File: src/hw/trap_pkg.sv
// shared types, CSR addresses, field positions and interrupt codes; imported by every trap unit module.
`default_nettype none

package trap_pkg;

    // data word and address width of the core.
    typedef logic [31:0] xlen_t;

    // CSR address as carried on the CSR port.
    typedef logic [11:0] csr_addr_t;

    // exception code of an interrupt.
    typedef logic [3:0] irq_code_t;

    // only machine and user mode exist, at their architectural encodings.
    typedef enum logic [1:0] {
        PRV_U = 2'b00,
        PRV_M = 2'b11
    } priv_e;

    // the single event the unit acts on in a cycle.
    typedef enum logic [1:0] {
        EV_NONE = 2'd0,
        EV_TRAP = 2'd1,
        EV_IRQ  = 2'd2,
        EV_MRET = 2'd3
    } trap_event_e;

    // machine trap setup.
    localparam csr_addr_t CSR_MSTATUS  = 12'h300;
    localparam csr_addr_t CSR_MIE      = 12'h304;
    localparam csr_addr_t CSR_MTVEC    = 12'h305;

    // machine trap handling.
    localparam csr_addr_t CSR_MSCRATCH = 12'h340;
    localparam csr_addr_t CSR_MEPC     = 12'h341;
    localparam csr_addr_t CSR_MCAUSE   = 12'h342;
    localparam csr_addr_t CSR_MTVAL    = 12'h343;
    localparam csr_addr_t CSR_MIP      = 12'h344;

    // mstatus fields kept by this unit.
    localparam int MSTATUS_MIE_BIT  = 3;
    localparam int MSTATUS_MPIE_BIT = 7;
    localparam int MSTATUS_MPP_LSB  = 11;

    // interrupt codes, which double as bit positions in mie and mip.
    localparam irq_code_t IRQ_MSIP = 4'd3;
    localparam irq_code_t IRQ_MTIP = 4'd7;
    localparam irq_code_t IRQ_MEIP = 4'd11;

    // interrupt flag in mcause.
    localparam int CAUSE_INT_BIT = 31;

endpackage

`default_nettype wire

File: src/hw/irq_arbiter.sv
// synchronises the external interrupt lines into mip and selects the interrupt to take.
`timescale 1ns/1ps
`default_nettype none

module irq_arbiter
    import trap_pkg::*;
#(
    parameter int SYNC_STAGES = 2
) (
    input  wire logic      clk,
    input  wire logic      rstn,
    input  wire logic      ext_msip,
    input  wire logic      ext_mtip,
    input  wire logic      ext_meip,
    input  wire xlen_t     mie_bits,
    input  wire logic      mstatus_mie,
    input  wire priv_e     prv,
    output xlen_t          mip_bits,
    output logic           irq_req,
    output irq_code_t      irq_code
);

    // one flop chain per line, packed as {meip, mtip, msip}.
    logic [2:0] sync_q [SYNC_STAGES];

    xlen_t pending;
    logic  irq_allowed;

    always_ff @(posedge clk or negedge rstn) begin
        if (!rstn) begin
            for (int i = 0; i < SYNC_STAGES; i++) begin
                sync_q[i] <= 3'b000;
            end
        end else begin
            sync_q[0] <= {ext_meip, ext_mtip, ext_msip};
            for (int i = 1; i < SYNC_STAGES; i++) begin
                sync_q[i] <= sync_q[i-1];
            end
        end
    end

    // place the synchronised lines at their mip positions.
    always_comb begin
        mip_bits           = '0;
        mip_bits[IRQ_MSIP] = sync_q[SYNC_STAGES-1][0];
        mip_bits[IRQ_MTIP] = sync_q[SYNC_STAGES-1][1];
        mip_bits[IRQ_MEIP] = sync_q[SYNC_STAGES-1][2];
    end

    assign pending = mip_bits & mie_bits;

    // user mode always takes machine interrupts, machine mode only with MIE.
    assign irq_allowed = (prv == PRV_U) || mstatus_mie;

    // fixed priority: external, then software, then timer.
    always_comb begin
        irq_req  = 1'b0;
        irq_code = '0;
        if (pending[IRQ_MEIP]) begin
            irq_req  = irq_allowed;
            irq_code = IRQ_MEIP;
        end else if (pending[IRQ_MSIP]) begin
            irq_req  = irq_allowed;
            irq_code = IRQ_MSIP;
        end else if (pending[IRQ_MTIP]) begin
            irq_req  = irq_allowed;
            irq_code = IRQ_MTIP;
        end
    end

endmodule

`default_nettype wire

File: src/hw/priv_fsm.sv
// privilege state machine and mstatus fields; picks the one event the unit acts on each cycle.
`timescale 1ns/1ps
`default_nettype none

module priv_fsm
    import trap_pkg::*;
(
    input  wire logic      clk,
    input  wire logic      rstn,
    input  wire logic      trap_en,
    input  wire logic      mret,
    input  wire logic      irq_req,
    input  wire logic      csr_wr,
    input  wire csr_addr_t csr_waddr,
    input  wire xlen_t     csr_wdata,
    output trap_event_e    trap_event,
    output priv_e          prv,
    output logic           mstatus_mie,
    output xlen_t          mstatus_word,
    output logic           irq_trigger,
    output logic           eret_en
);

    logic  mpie_q;
    priv_e mpp_q;
    priv_e mpp_wr;
    logic  mstatus_we;

    // trap beats interrupt, interrupt beats mret, mret beats a CSR write.
    always_comb begin
        if (trap_en) begin
            trap_event = EV_TRAP;
        end else if (irq_req) begin
            trap_event = EV_IRQ;
        end else if (mret) begin
            trap_event = EV_MRET;
        end else begin
            trap_event = EV_NONE;
        end
    end

    assign irq_trigger = (trap_event == EV_IRQ);
    assign eret_en     = (trap_event == EV_MRET);

    assign mstatus_we = (trap_event == EV_NONE) && csr_wr && (csr_waddr == CSR_MSTATUS);

    // MPP holds only legal modes; anything but machine reads back as user.
    assign mpp_wr = (csr_wdata[MSTATUS_MPP_LSB +: 2] == PRV_M) ? PRV_M : PRV_U;

    always_ff @(posedge clk or negedge rstn) begin
        if (!rstn) begin
            prv         <= PRV_M;
            mstatus_mie <= 1'b0;
            mpie_q      <= 1'b0;
            mpp_q       <= PRV_U;
        end else begin
            case (trap_event)
                EV_TRAP, EV_IRQ: begin
                    mpp_q       <= prv;
                    mpie_q      <= mstatus_mie;
                    mstatus_mie <= 1'b0;
                    prv         <= PRV_M;
                end
                EV_MRET: begin
                    prv         <= mpp_q;
                    mstatus_mie <= mpie_q;
                    mpie_q      <= 1'b1;
                    mpp_q       <= PRV_U;
                end
                default: begin
                    if (mstatus_we) begin
                        mstatus_mie <= csr_wdata[MSTATUS_MIE_BIT];
                        mpie_q      <= csr_wdata[MSTATUS_MPIE_BIT];
                        mpp_q       <= mpp_wr;
                    end
                end
            endcase
        end
    end

    // compose the readable mstatus; other fields are hardwired to zero.
    always_comb begin
        mstatus_word                            = '0;
        mstatus_word[MSTATUS_MIE_BIT]           = mstatus_mie;
        mstatus_word[MSTATUS_MPIE_BIT]          = mpie_q;
        mstatus_word[MSTATUS_MPP_LSB +: 2]      = mpp_q;
    end

endmodule

`default_nettype wire

File: src/hw/trap_csr_file.sv
// machine trap CSRs with write decode, read mux, and the trap vector and cause outputs.
`timescale 1ns/1ps
`default_nettype none

module trap_csr_file
    import trap_pkg::*;
(
    input  wire logic        clk,
    input  wire logic        rstn,
    input  wire trap_event_e trap_event,
    input  wire irq_code_t   irq_code,
    input  wire xlen_t       trap_epc,
    input  wire xlen_t       trap_cause,
    input  wire xlen_t       trap_val,
    input  wire xlen_t       mip_bits,
    input  wire xlen_t       mstatus_word,
    input  wire logic        csr_wr,
    input  wire csr_addr_t   csr_waddr,
    input  wire csr_addr_t   csr_raddr,
    input  wire xlen_t       csr_wdata,
    output xlen_t            mie_bits,
    output xlen_t            csr_rdata,
    output xlen_t            trap_vec,
    output xlen_t            ret_epc,
    output xlen_t            cause,
    output xlen_t            tval
);

    // writable enable bits in mie.
    localparam xlen_t MIE_MASK = (xlen_t'(1) << IRQ_MSIP) |
                                 (xlen_t'(1) << IRQ_MTIP) |
                                 (xlen_t'(1) << IRQ_MEIP);

    xlen_t mtvec_q;
    xlen_t mscratch_q;
    xlen_t mepc_q;
    xlen_t mcause_q;
    xlen_t mtval_q;
    xlen_t mie_q;

    xlen_t irq_cause;
    xlen_t vec_base;
    logic  csr_we;

    // writes only land in cycles with no trap, interrupt or mret.
    assign csr_we = csr_wr && (trap_event == EV_NONE);

    // interrupt flag plus the code of the winning line.
    always_comb begin
        irq_cause                = '0;
        irq_cause[CAUSE_INT_BIT] = 1'b1;
        irq_cause[3:0]           = irq_code;
    end

    always_ff @(posedge clk or negedge rstn) begin
        if (!rstn) begin
            mtvec_q    <= '0;
            mscratch_q <= '0;
            mie_q      <= '0;
        end else if (csr_we) begin
            case (csr_waddr)
                CSR_MTVEC:    mtvec_q    <= csr_wdata & ~xlen_t'(32'h2);
                CSR_MSCRATCH: mscratch_q <= csr_wdata;
                CSR_MIE:      mie_q      <= csr_wdata & MIE_MASK;
                default:      ;
            endcase
        end
    end

    // trap state, updated by trap entry or by software.
    always_ff @(posedge clk or negedge rstn) begin
        if (!rstn) begin
            mepc_q   <= '0;
            mcause_q <= '0;
            mtval_q  <= '0;
        end else begin
            case (trap_event)
                EV_TRAP: begin
                    mepc_q   <= trap_epc & ~xlen_t'(32'h1);
                    mcause_q <= trap_cause;
                    mtval_q  <= trap_val;
                end
                EV_IRQ: begin
                    mepc_q   <= trap_epc & ~xlen_t'(32'h1);
                    mcause_q <= irq_cause;
                    mtval_q  <= '0;
                end
                EV_NONE: begin
                    if (csr_wr) begin
                        case (csr_waddr)
                            CSR_MEPC:   mepc_q   <= csr_wdata & ~xlen_t'(32'h1);
                            CSR_MCAUSE: mcause_q <= csr_wdata;
                            CSR_MTVAL:  mtval_q  <= csr_wdata;
                            default:    ;
                        endcase
                    end
                end
                default: ;
            endcase
        end
    end

    assign mie_bits = mie_q;
    assign ret_epc  = mepc_q;

    // vectored mode offsets interrupts only; synchronous traps use the base.
    assign vec_base = mtvec_q & ~xlen_t'(32'h3);

    always_comb begin
        trap_vec = vec_base;
        if (trap_event == EV_IRQ && mtvec_q[0]) begin
            trap_vec = vec_base + {26'd0, irq_code, 2'b00};
        end
    end

    always_comb begin
        case (trap_event)
            EV_TRAP: cause = trap_cause;
            EV_IRQ:  cause = irq_cause;
            default: cause = '0;
        endcase
    end

    assign tval = (trap_event == EV_TRAP) ? trap_val : '0;

    // unimplemented addresses read as zero.
    always_comb begin
        case (csr_raddr)
            CSR_MSTATUS:  csr_rdata = mstatus_word;
            CSR_MIE:      csr_rdata = mie_q;
            CSR_MTVEC:    csr_rdata = mtvec_q;
            CSR_MSCRATCH: csr_rdata = mscratch_q;
            CSR_MEPC:     csr_rdata = mepc_q;
            CSR_MCAUSE:   csr_rdata = mcause_q;
            CSR_MTVAL:    csr_rdata = mtval_q;
            CSR_MIP:      csr_rdata = mip_bits;
            default:      csr_rdata = '0;
        endcase
    end

endmodule

`default_nettype wire

File: src/hw/trap_unit.sv
// top level of the machine-mode trap and interrupt unit; connects the arbiter, FSM and CSR file.
`timescale 1ns/1ps
`default_nettype none

module trap_unit
    import trap_pkg::*;
#(
    parameter int SYNC_STAGES = 2
) (
    input  wire logic      clk,
    input  wire logic      rstn,

    // CSR port.
    input  wire logic      csr_wr,
    input  wire csr_addr_t csr_waddr,
    input  wire csr_addr_t csr_raddr,
    input  wire xlen_t     csr_wdata,
    output xlen_t          csr_rdata,

    // trap request from the core.
    input  wire logic      trap_en,
    input  wire xlen_t     trap_epc,
    input  wire xlen_t     trap_cause,
    input  wire xlen_t     trap_val,
    input  wire logic      mret,

    // external interrupt lines.
    input  wire logic      ext_msip,
    input  wire logic      ext_mtip,
    input  wire logic      ext_meip,

    output priv_e          prv,
    output logic           irq_trigger,
    output logic           eret_en,
    output xlen_t          trap_vec,
    output xlen_t          ret_epc,
    output xlen_t          cause,
    output xlen_t          tval
);

    logic        irq_req;
    irq_code_t   irq_code;
    xlen_t       mip_bits;
    xlen_t       mie_bits;
    trap_event_e trap_event;
    logic        mstatus_mie;
    xlen_t       mstatus_word;

    irq_arbiter #(
        .SYNC_STAGES (SYNC_STAGES)
    ) u_irq_arbiter (
        .clk         (clk),
        .rstn        (rstn),
        .ext_msip    (ext_msip),
        .ext_mtip    (ext_mtip),
        .ext_meip    (ext_meip),
        .mie_bits    (mie_bits),
        .mstatus_mie (mstatus_mie),
        .prv         (prv),
        .mip_bits    (mip_bits),
        .irq_req     (irq_req),
        .irq_code    (irq_code)
    );

    priv_fsm u_priv_fsm (
        .clk          (clk),
        .rstn         (rstn),
        .trap_en      (trap_en),
        .mret         (mret),
        .irq_req      (irq_req),
        .csr_wr       (csr_wr),
        .csr_waddr    (csr_waddr),
        .csr_wdata    (csr_wdata),
        .trap_event   (trap_event),
        .prv          (prv),
        .mstatus_mie  (mstatus_mie),
        .mstatus_word (mstatus_word),
        .irq_trigger  (irq_trigger),
        .eret_en      (eret_en)
    );

    trap_csr_file u_trap_csr_file (
        .clk          (clk),
        .rstn         (rstn),
        .trap_event   (trap_event),
        .irq_code     (irq_code),
        .trap_epc     (trap_epc),
        .trap_cause   (trap_cause),
        .trap_val     (trap_val),
        .mip_bits     (mip_bits),
        .mstatus_word (mstatus_word),
        .csr_wr       (csr_wr),
        .csr_waddr    (csr_waddr),
        .csr_raddr    (csr_raddr),
        .csr_wdata    (csr_wdata),
        .mie_bits     (mie_bits),
        .csr_rdata    (csr_rdata),
        .trap_vec     (trap_vec),
        .ret_epc      (ret_epc),
        .cause        (cause),
        .tval         (tval)
    );

endmodule

`default_nettype wire

File: config.mk
export PLATFORM = sky130hd
export DESIGN_NAME = trap_unit
export DESIGN_NICKNAME = d
export VERILOG_FILES = /design/src/hw/trap_pkg.sv /design/src/hw/irq_arbiter.sv /design/src/hw/priv_fsm.sv /design/src/hw/trap_csr_file.sv /design/src/hw/trap_unit.sv
export SDC_FILE = /design/constraint.sdc
export NUM_CORES = 1
export LEC_CHECK = 0
export BUFFER_PORTS_ARGS = -buffer_cell sky130_fd_sc_hd__buf_2
export CAP_MARGIN = 20
export CORE_MARGIN = 2
export CORE_UTILIZATION = 49
export CTS_CLUSTER_DIAMETER = 60
export CTS_CLUSTER_SIZE = 25
export DETAILED_ROUTE_END_ITERATION = 8
export PLACE_DENSITY = 0.85
export SETUP_SLACK_MARGIN = 0.5
export SYNTH_ARGS = -nofsm -noshare
export SYNTH_HDL_FRONTEND = slang
export SYNTH_HIERARCHICAL = 1
export SYNTH_SLANG_ARGS = --single-unit
File: constraint.sdc
create_clock -name clk -period 2.8 [get_ports clk]
set_input_delay 0.42 -clock clk [delete_from_list [all_inputs] [get_ports clk]]
set_output_delay 0.42 -clock clk [all_outputs]
set_load 0.005 [all_outputs]
---- After elaboration in Yosys (flattened, before gate mapping) ----
Index checks and enable logic that the tools add are counted.
operators by class
  add/subtract/negate cells ............... 1
  multiply operators ...................... 0
  div/mod/pow operators ................... 0
  magnitude comparators ................... 0
  eq/ne operators ......................... 23
  shift operators ......................... 0
  multiplexer cells ....................... 30
  bitwise gates (word level) .............. 1
  reduce and logical (&&, ||, !) cells .... 17
operator list
  cell                                                               number
  32-bit two-way mux                                                 8
  32-bit case mux with 8 select lines                                1
  32-bit case mux with 3 select lines                                2
  12-bit by 10-bit == test with 1-bit output, second input constant  15
  32-bit case mux with 2 select lines                                2
  32-bit by 6-bit adder with 32-bit output                           1
  12-bit bitwise AND                                                 1
  2-bit two-way mux                                                  5
  3-bit AND reduction                                                3
  4-bit two-way mux                                                  2
  2-bit case mux with 2 select lines                                 2
  2-bit == test, second input constant                               3
  2-bit by 1-bit != test with 1-bit output, second input constant    3
  2-bit AND reduction                                                3
  3-bit nonzero test                                                 2
  1-bit two-way mux                                                  5
  2-bit logical NOT                                                  2
  1-bit case mux with 2 select lines                                 2
  2-bit nonzero test                                                 2
  1-bit logical AND                                                  3
  3-bit two-way mux                                                  1
  2-bit by 1-bit == test with 1-bit output, second input constant    1
  2-bit != test, second input constant                               1
  2-bit OR reduction                                                 1
  1-bit logical OR                                                   1
word-level totals
  flip-flop bits (word level) ............. 174
  latch bits .............................. 0
  RAM bits ................................ 0
  memory bits (read-only) ................. 0
  input port bits ......................... 160
  output and inout bits ................... 164
  word-level logic and storage cells ...... 84
  memories ................................ 0

---- Logic depth before layout (Yosys ltp) ----
Gate-level depths: netlist of the first run.
  depth after elaboration ................. 12
  mapped depth ............................ 13
  depth with buffers taken out ............ 11

---- By module ----
Netlist of the first run, hierarchy kept.
by module, submodules not included
  module         times used  cells an instance  area an instance (um2)
  trap_csr_file  1           984                10664.0
  priv_fsm       1           75                 649.4
  irq_arbiter    1           47                 446.7

---- Least setup slack after synthesis of the first run ----
Ideal clock, no wire load.
  path type ............................... flip-flop to output port
  start ................................... register u_priv_fsm.prv[1]
  end ..................................... output trap_vec[18]
  data arrival time ....................... 2558 ps
  path slack .............................. -178 ps
  cell stages (with the launch flop) ...... 14
  path through ............................ dfstp_2 nor2_1 a2bb2oi_1 inv_1 a21oi_1 inv_1 inv_1 ha_1 buf_2 and4_1 clkbuf_1 nand4_1 nor4b_1 xor2_1
on the way
  cells in the longest elaborated chain, start to end .. 10
RTL lines
  element                   RTL line              RTL
  start: declaration        priv_fsm.sv:17        output priv_e prv,
  start signal: assignment  priv_fsm.sv:65        prv <= mpp_q;
  2-bit logical NOT *       irq_arbiter.sv:53     assign irq_allowed = (prv == PRV_U) || mstatus_mie;
  1-bit logical OR *        irq_arbiter.sv:53
  1-bit two-way mux         irq_arbiter.sv:65     end else if (pending[IRQ_MTIP]) begin
  1-bit two-way mux         irq_arbiter.sv:62     end else if (pending[IRQ_MSIP]) begin
  1-bit two-way mux *       irq_arbiter.sv:59     if (pending[IRQ_MEIP]) begin
  via irq_req               trap_unit.sv:41       logic irq_req;
  2-bit two-way mux *       priv_fsm.sv:33        end else if (irq_req) begin
  2-bit two-way mux *       priv_fsm.sv:31        if (trap_en) begin
  via trap_event[0]         trap_unit.sv:45       trap_event_e trap_event;
  2-bit == test *           trap_csr_file.sv:111  if (trap_event == EV_IRQ && mtvec_q[0]) begin
  1-bit logical AND *       trap_csr_file.sv:111
  32-bit two-way mux *      trap_csr_file.sv:111
  end: declaration          trap_unit.sv:35       output xlen_t trap_vec,
Mark *: on every way through the listed nets, which the timed path passes. The rest lies on a longest branch.

---- Final worst setup path of the first run ----
  start ................................... register u_irq_arbiter.sync_q, in the netlist u_irq_arbiter/mip_bits[3]
  end ..................................... output trap_vec[11]
on the way
  cells in the longest elaborated chain, start to end .. 8
  elaborated cells on any way between the ends .. 11
  classes of those cells .................. add/sub: 1; eq/ne: 1; mux: 7; bitwise: 1; reduce/logical: 1
RTL lines
  element                           RTL line              RTL
  start: declaration                irq_arbiter.sv:24     logic [2:0] sync_q [SYNC_STAGES];
  start signal: indexed assignment  irq_arbiter.sv:37     sync_q[i] <= sync_q[i-1];
  12-bit bitwise AND                irq_arbiter.sv:50     assign pending = mip_bits & mie_bits;
  1-bit two-way mux                 irq_arbiter.sv:62
  1-bit two-way mux                 irq_arbiter.sv:59
  via irq_req                       trap_unit.sv:41
  2-bit two-way mux                 priv_fsm.sv:33
  2-bit two-way mux                 priv_fsm.sv:31
  via trap_event[0]                 trap_unit.sv:45
  2-bit == test                     trap_csr_file.sv:111
  1-bit logical AND                 trap_csr_file.sv:111
  32-bit two-way mux                trap_csr_file.sv:111
The timed path passes the listed nets, and every way through them passes these cells.

==> results.sh, run 1 <==
export IMPL_rows=56
export IMPL_drc=0
export IMPL_worst_slack_ns=-0.578
export IMPL_stdcell_area_mm2=0.0180
export IMPL_slew_headroom_pct=35.0
export IMPL_cts_made_buffers=17
export IMPL_max_freq_mhz=296
export IMPL_cp_end_kind="primary output"
export IMPL_antenna_found_initial=2
export IMPL_dr_pass1_iters=8
export IMPL_tritoncts="done"
export IMPL_finClkSkew_ns=0.0106
export IMPL_ios=324
export IMPL_wl_per_cell_um=30.0
export IMPL_avgSynthCellArea_um2=10.7
export IMPL_routed_via_density=6.58
export IMPL_core_area_mm2=0.0233
export IMPL_path_clk_slew_ns=0.08
export IMPL_whs_ns=-0.00692
export IMPL_cp_arrival_ns=2.96
export IMPL_worst_path_dominant_cell_family="buffers and inverters"
export IMPL_crit_required_ns=2.38
export IMPL_netlist_area_mm2=0.0115
export IMPL_dp_hpwl_mm=27.9
export IMPL_hold_buffers=0
export IMPL_dieArea_mm2=0.0248
export IMPL_vias=12200
export IMPL_peakVddDrop_v=0.000344
export IMPL_crit_top_cell="inv_2"
export IMPL_ant_nets=0
export IMPL_layout_nets=1692
export IMPL_critPathKind="flip-flop to primary output"
export IMPL_path_cells="a22oi_2, a2bb2oi_2, inv_2, a21oi_4, inv_2, inv_2, ha_4, buf_6, buf_12, nand4_1, nor4b_4, xor2_1, buf_2"
export IMPL_grt_pass1_vias=11400
export IMPL_fill_cells=1309
export IMPL_overflow=0
export IMPL_tightest_slew_ns=0.974
export IMPL_grt_total_usage_pct=38.4
export IMPL_place_gp_congestion=0.909
export IMPL_power_density_mw_per_mm2=420
export IMPL_final_util_pct=77.0
export IMPL_rsz0062_at_grt="true"
export IMPL_min_period_ns=3.38
export IMPL_start_kind="flip-flop"
export IMPL_die_w_um=157
export IMPL_cts_buffer_depth=2
export IMPL_die_h_um=157
export IMPL_area_growth_pct=55.6
export IMPL_status="complete, but fails checks"
export IMPL_reg2regPathDepth=19
export IMPL_drt_initial_drc_count=1468
export IMPL_portBuffers=319
export IMPL_grt_pass1_wl_mm=69.8
export IMPL_grt_max_degree=68
export IMPL_setup_viol=255
export IMPL_leakage_nw=8.91
export IMPL_worst_skew_pair_late_latency_ns=0.44
export IMPL_ys_warn_count=6
export IMPL_initial_core_util_pct=49.5
export IMPL_wirelength_mm=55.4
export IMPL_min_path_type="input port to asynchronous set/reset pin"
export IMPL_syn_inst=1077
export IMPL_path_buf_inv=6
export IMPL_drive_above_1_share_pct=59.5
export IMPL_place_area_mm2=0.0139
export IMPL_timing_final_crit_share_pct=121
export IMPL_crit_path_start="u_irq_arbiter/mip_bits[3]$_DFF_PN0_"
export IMPL_finalHoldViolations=12
export IMPL_cap_viol_max_count=0
export IMPL_violations="hold timing, setup timing"
export IMPL_worst_path_max_fanout=3
export IMPL_h_tree_depth=4
export IMPL_slowest_delay_ns=0.39
export IMPL_crit_slowest_cell="dfrtp_1"
export IMPL_slew_violations=0
export IMPL_reg2reg_from="u_irq_arbiter/mip_bits[3]$_DFF_PN0_"
export IMPL_root_buffer="clkbuf_16"
export IMPL_rr_endpoint="u_trap_csr_file/mtval_q[17]$_DFFE_PN0P_"
export IMPL_cts_sinks=173
export IMPL_r2r_slack_ns=-0.56
[worst reg2reg max path, cell delays in order, from the launching register on]
cell and delay (ns):
dfrtp_1 0.41, a22oi_2 0.29, a2bb2oi_2 0.13, nor2_2 0.12, or2_4 0.16, inv_4 0.05
buf_6 0.10, buf_6 0.12, buf_6 0.12, ha_4 0.17, buf_6 0.12, nor3b_4 0.20
buf_4 0.14, buf_6 0.08, buf_6 0.08, buf_6 0.08, nand3_2 0.07, o22a_4 0.29
buf_12 0.20, mux2_4 0.31
[report_power, final]
part | total (mW) | switching (mW) | internal, mW
sequential | 2.90 | 0.187 | 2.72
clock | 2.58 | 1.16 | 1.43
combinational | 2.06 | 0.952 | 1.11
total | 7.54 | 2.29 | 5.25
[metrics by stage]
| step | setup TNS (ns) | hold slack, ns | total power, mW | setup slack (ns) | instances |
|---|---|---|---|---|---|
| detailed placement | -2.37 | 0.342 | 4.19 | -0.0725 | 1706 |
| floorplan | 0 | 0.124 | 3.63 | 0.0853 | 1134 |
| finish | -104.86 | -0.00692 | 7.54 | -0.578 | 1850 |
| global route | -110.88 | 0.0330 | 7.71 | -0.605 | 1849 |
| global placement | -0.238 | 0.337 | 4.14 | -0.0284 | 1706 |
| CTS | -49.66 | 0.0150 | 7.17 | -0.385 | 1802 |
[sequential cells by signal, indices dropped and copies added, names as in the netlist]
name	count
u_trap_csr_file/mcause_q	32
u_trap_csr_file/mtval_q	32
u_trap_csr_file/mtvec_q	31
u_trap_csr_file/ret_epc	31
u_trap_csr_file/mscratch_q	32
u_priv_fsm/mpp_q	2
u_irq_arbiter/mip_bits	3
u_trap_csr_file/mie_bits	3
u_priv_fsm/mstatus_mie	1
u_priv_fsm/mpie_q	1
u_priv_fsm/prv	2
u_irq_arbiter/sync_q	3
[worst max-delay path by stage]
stage | slack [ns] | to | depth (start not counted)
5_1_grt | -0.61 | trap_vec[22] | 13
6_report | -0.58 | trap_vec[11] | 13
3_3_place_gp | -0.03 | trap_vec[16] | 11
2_1_floorplan | 0.09 | trap_vec[18] | 13
4_1_cts | -0.38 | trap_vec[26] | 10
3_5_place_dp | -0.07 | u_trap_csr_file/mtvec_q[23]$_DFFE_PN0P_ | 13
[per-layer routing]
layer	vias to the layer above	wire length, um	GRT usage (%)
met5	-	27	0
met4	4	4100	21.2
met3	326	6810	8.56
met2	1107	25200	62.1
met1	5920	19300	47.6
li1	4821	-	-
[cell usage in the layout, fill, tap and decap left out, types with 13 or more instances in the layout]
cell / instances
conb_1: 60
a22o_1: 73
buf_4: 70
nand2_1: 42
a22oi_1: 24
o21ai_1: 16
mux2_2: 72
buf_12: 33
o2bb2ai_1: 18
and2_4: 32
nor2_1: 16
buf_6: 107
xor2_1: 24
and3_1: 18
buf_16: 20
dfrtp_1: 171
and3_4: 14
mux2i_1: 41
buf_2: 260
clkbuf_16: 26
mux2_4: 125
a32oi_1: 13
[area by class of cell]
cell class,count,area (um^2),share of cell area (%)
inverter,17,68.8,0.383
multi-input combinational,799,7880,43.9
clock inverter,13,178,0.989
clock buffer,17,425,2.37
antenna,1,2.50,0.0139
sequential,173,4330,24.1
tap,319,399,2.22
timing repair buffer,511,4680,26.0
[timing repair]
item / 4_1_cts / 5_1_grt
endpoints found under the setup margin: 292 / 293
gates cloned: 21 / 11
pin swaps: 23 / 70
setup buffers: 45 / 36
gates resized for setup: 213 / 264
Note: power is estimated with default switching activity, not from simulation.
==> run 2: changes to the inputs <==
HOLD_SLACK_MARGIN = 0.1   (was not set)
==> results.sh, run 2 (synthesized netlist as in run 1, its figures left out) <==
export IMPL_slew_headroom_pct=32.3
export IMPL_dieArea_mm2=0.0248
export IMPL_worst_skew_pair_late_latency_ns=0.44
export IMPL_path_clk_slew_ns=0.08
export IMPL_place_gp_congestion=0.909
export IMPL_fill_cells=1312
export IMPL_drive_above_1_share_pct=59.8
export IMPL_root_buffer="clkbuf_16"
export IMPL_hold_path_end="u_irq_arbiter/sync_q[4]$_DFF_PN0_"
export IMPL_power_density_mw_per_mm2=419
export IMPL_dp_hpwl_mm=27.9
export IMPL_cp_end_kind="primary output"
export IMPL_layout_nets=1700
export IMPL_grt_max_degree=68
export IMPL_max_freq_mhz=290
export IMPL_area_growth_pct=56.8
export IMPL_core_area_mm2=0.0233
export IMPL_drc=0
export IMPL_violations="setup timing"
export IMPL_worst_slack_ns=-0.643
export IMPL_cts_sinks=173
export IMPL_diodes=0
export IMPL_wirelength_mm=57.0
export IMPL_r2r_slack_ns=-0.49
export IMPL_drt_initial_drc_count=1656
export IMPL_critPathKind="flip-flop to primary output"
export IMPL_rsz0062_at_grt="true"
export IMPL_hold_path_depth=1
export IMPL_slew_violations=0
export IMPL_setup_viol=227
export IMPL_final_util_pct=77.6
export IMPL_ant_nets=0
export IMPL_status="complete, but fails checks"
export IMPL_min_path_type="input port to flip-flop"
export IMPL_start_kind="flip-flop"
export IMPL_reg_largest_list="u_trap_csr_file/mcause_q x32, u_trap_csr_file/mscratch_q x32, u_trap_csr_file/mtval_q x32"
export IMPL_finClkSkew_ns=0.0122
export IMPL_die_w_um=157
export IMPL_timing_final_crit_share_pct=123
export IMPL_slowest_delay_ns=0.39
export IMPL_min_from="ext_mtip"
export IMPL_portBuffers=319
export IMPL_tightest_slew_ns=1.01
export IMPL_place_area_mm2=0.0139
export IMPL_grt_total_usage_pct=38.4
export IMPL_peakVddDrop_v=0.000338
export IMPL_reg2reg_from="u_irq_arbiter/mip_bits[3]$_DFF_PN0_"
export IMPL_grt_pass1_wl_mm=69.8
export IMPL_rows=56
export IMPL_initial_core_util_pct=49.5
export IMPL_cts_made_buffers=17
export IMPL_h_tree_depth=4
export IMPL_cap_viol_max_count=0
export IMPL_stdcell_area_mm2=0.0181
export IMPL_dr_pass1_iters=6
export IMPL_finalHoldViolations=0
export IMPL_leakage_nw=8.99
export IMPL_tritoncts="done"
export IMPL_rr_endpoint="u_trap_csr_file/mtval_q[17]$_DFFE_PN0P_"
export IMPL_cp_arrival_ns=3.02
export IMPL_path_cells="nor2_2, a2bb2oi_2, inv_2, a21oi_4, inv_2, inv_2, ha_4, buf_6, buf_12, nand4_1, nor4b_2, xor2_1, buf_2"
export IMPL_path_buf_inv=6
export IMPL_min_period_ns=3.44
export IMPL_crit_required_ns=2.38
export IMPL_antenna_found_initial=1
export IMPL_final_cell_mix="buf_2 (263), dfrtp_1 (171), mux2_4 (127)"
export IMPL_grt_pass1_vias=11400
export IMPL_wl_per_cell_um=30.7
export IMPL_routed_via_density=6.63
export IMPL_crit_top_cell="inv_2"
export IMPL_reg2regPathDepth=19
export IMPL_worst_path_dominant_cell_family="simple AND/OR/NAND/NOR gates"
export IMPL_cts_buffer_depth=2
export IMPL_overflow=0
export IMPL_die_h_um=157
export IMPL_final_common_cell="buf_2"
export IMPL_ios=324
export IMPL_crit_slowest_cell="dfstp_2"
export IMPL_vias=12300
export IMPL_worst_path_max_fanout=3
## run 2: cell count changes in the layout (fill, tap and decap cells not counted), sizes merged
cell	change
dlygate4sd3	+3
diode	-1
buf	+5
## run 2: worst max-delay path by stage
stage	startpoint	end	slack, ns	depth (start not counted)
6_report	u_priv_fsm/prv[0]$_DFFE_PN1N_	trap_vec[11]	-0.64	13
5_1_grt	u_priv_fsm/prv[0]$_DFFE_PN1N_	trap_vec[11]	-0.69	13
2_1_floorplan	u_priv_fsm/prv[0]$_DFFE_PN1N_	trap_vec[18]	0.09	13
4_1_cts	u_trap_csr_file/mie_bits[3]$_DFFE_PN0P_	trap_vec[26]	-0.38	10
3_3_place_gp	u_priv_fsm/prv[0]$_DFFE_PN1N_	trap_vec[16]	-0.03	11
3_5_place_dp	u_irq_arbiter/mip_bits[3]$_DFF_PN0_	u_trap_csr_file/mtvec_q[23]$_DFFE_PN0P_	-0.07	13
## run 2: area by class of cell
cell class	instances	area (um^2)	share of cell area [%]
clock inverters	13	178	0.982
inverters	17	71.3	0.394
multi-input cells	799	7960	44.0
clock buffers	17	425	2.35
flip-flops and latches	173	4330	23.9
repair buffers	519	4730	26.2
well taps	319	399	2.21
## run 2: what timing repair did
action | in CTS | in global routing
cloned | 21 | 11
pin swaps | 23 | 73
buffers inserted | 45 | 41
resized for setup | 213 | 275
hold buffers | 3 | 0
hold endpoints to repair | 64 | 0
setup endpoints to repair | 292 | 293
## run 2: through the flow
stage                     hold WS (ns)  std cells  setup slack, ns  TNS [ns]  power (mW)
final                            0.116       1857           -0.643    -92.49        7.59
after global routing            0.0982       1857           -0.694   -105.38        7.75
after CTS                        0.101       1805           -0.385    -49.66        7.17
after detailed placement         0.342       1706          -0.0725     -2.37        4.19
after global placement           0.337       1706          -0.0284    -0.238        4.14
after floorplan                  0.124       1134           0.0853         0        3.63
## run 2: worst reg2reg max path, stage by stage, from the launching register on
cell and delay, ns:
dfrtp_1 0.41, a22oi_2 0.27, a2bb2oi_2 0.12, nor2_2 0.10, or2_4 0.14, inv_4 0.04, buf_6 0.10, buf_6 0.12
buf_6 0.12, ha_4 0.17, buf_6 0.12, nor3b_4 0.20, buf_4 0.15, buf_6 0.08, buf_6 0.08, buf_6 0.08
nand3_2 0.07, o22a_4 0.30, buf_12 0.20, mux2_4 0.31
## run 2: power by group
group	internal (mW)	total, mW	switching, mW	leakage, nW
combinational	1.11	2.07	0.962	6.50
sequential	2.72	2.91	0.190	2.19
clock	1.43	2.61	1.18	0.295
## run 2: metal layers
layer	share of wire [%]	track usage, %
met5	0.023	0
met2	45	61.9
met4	8.4	21.2
met1	35	47.8
met3	12	8.81
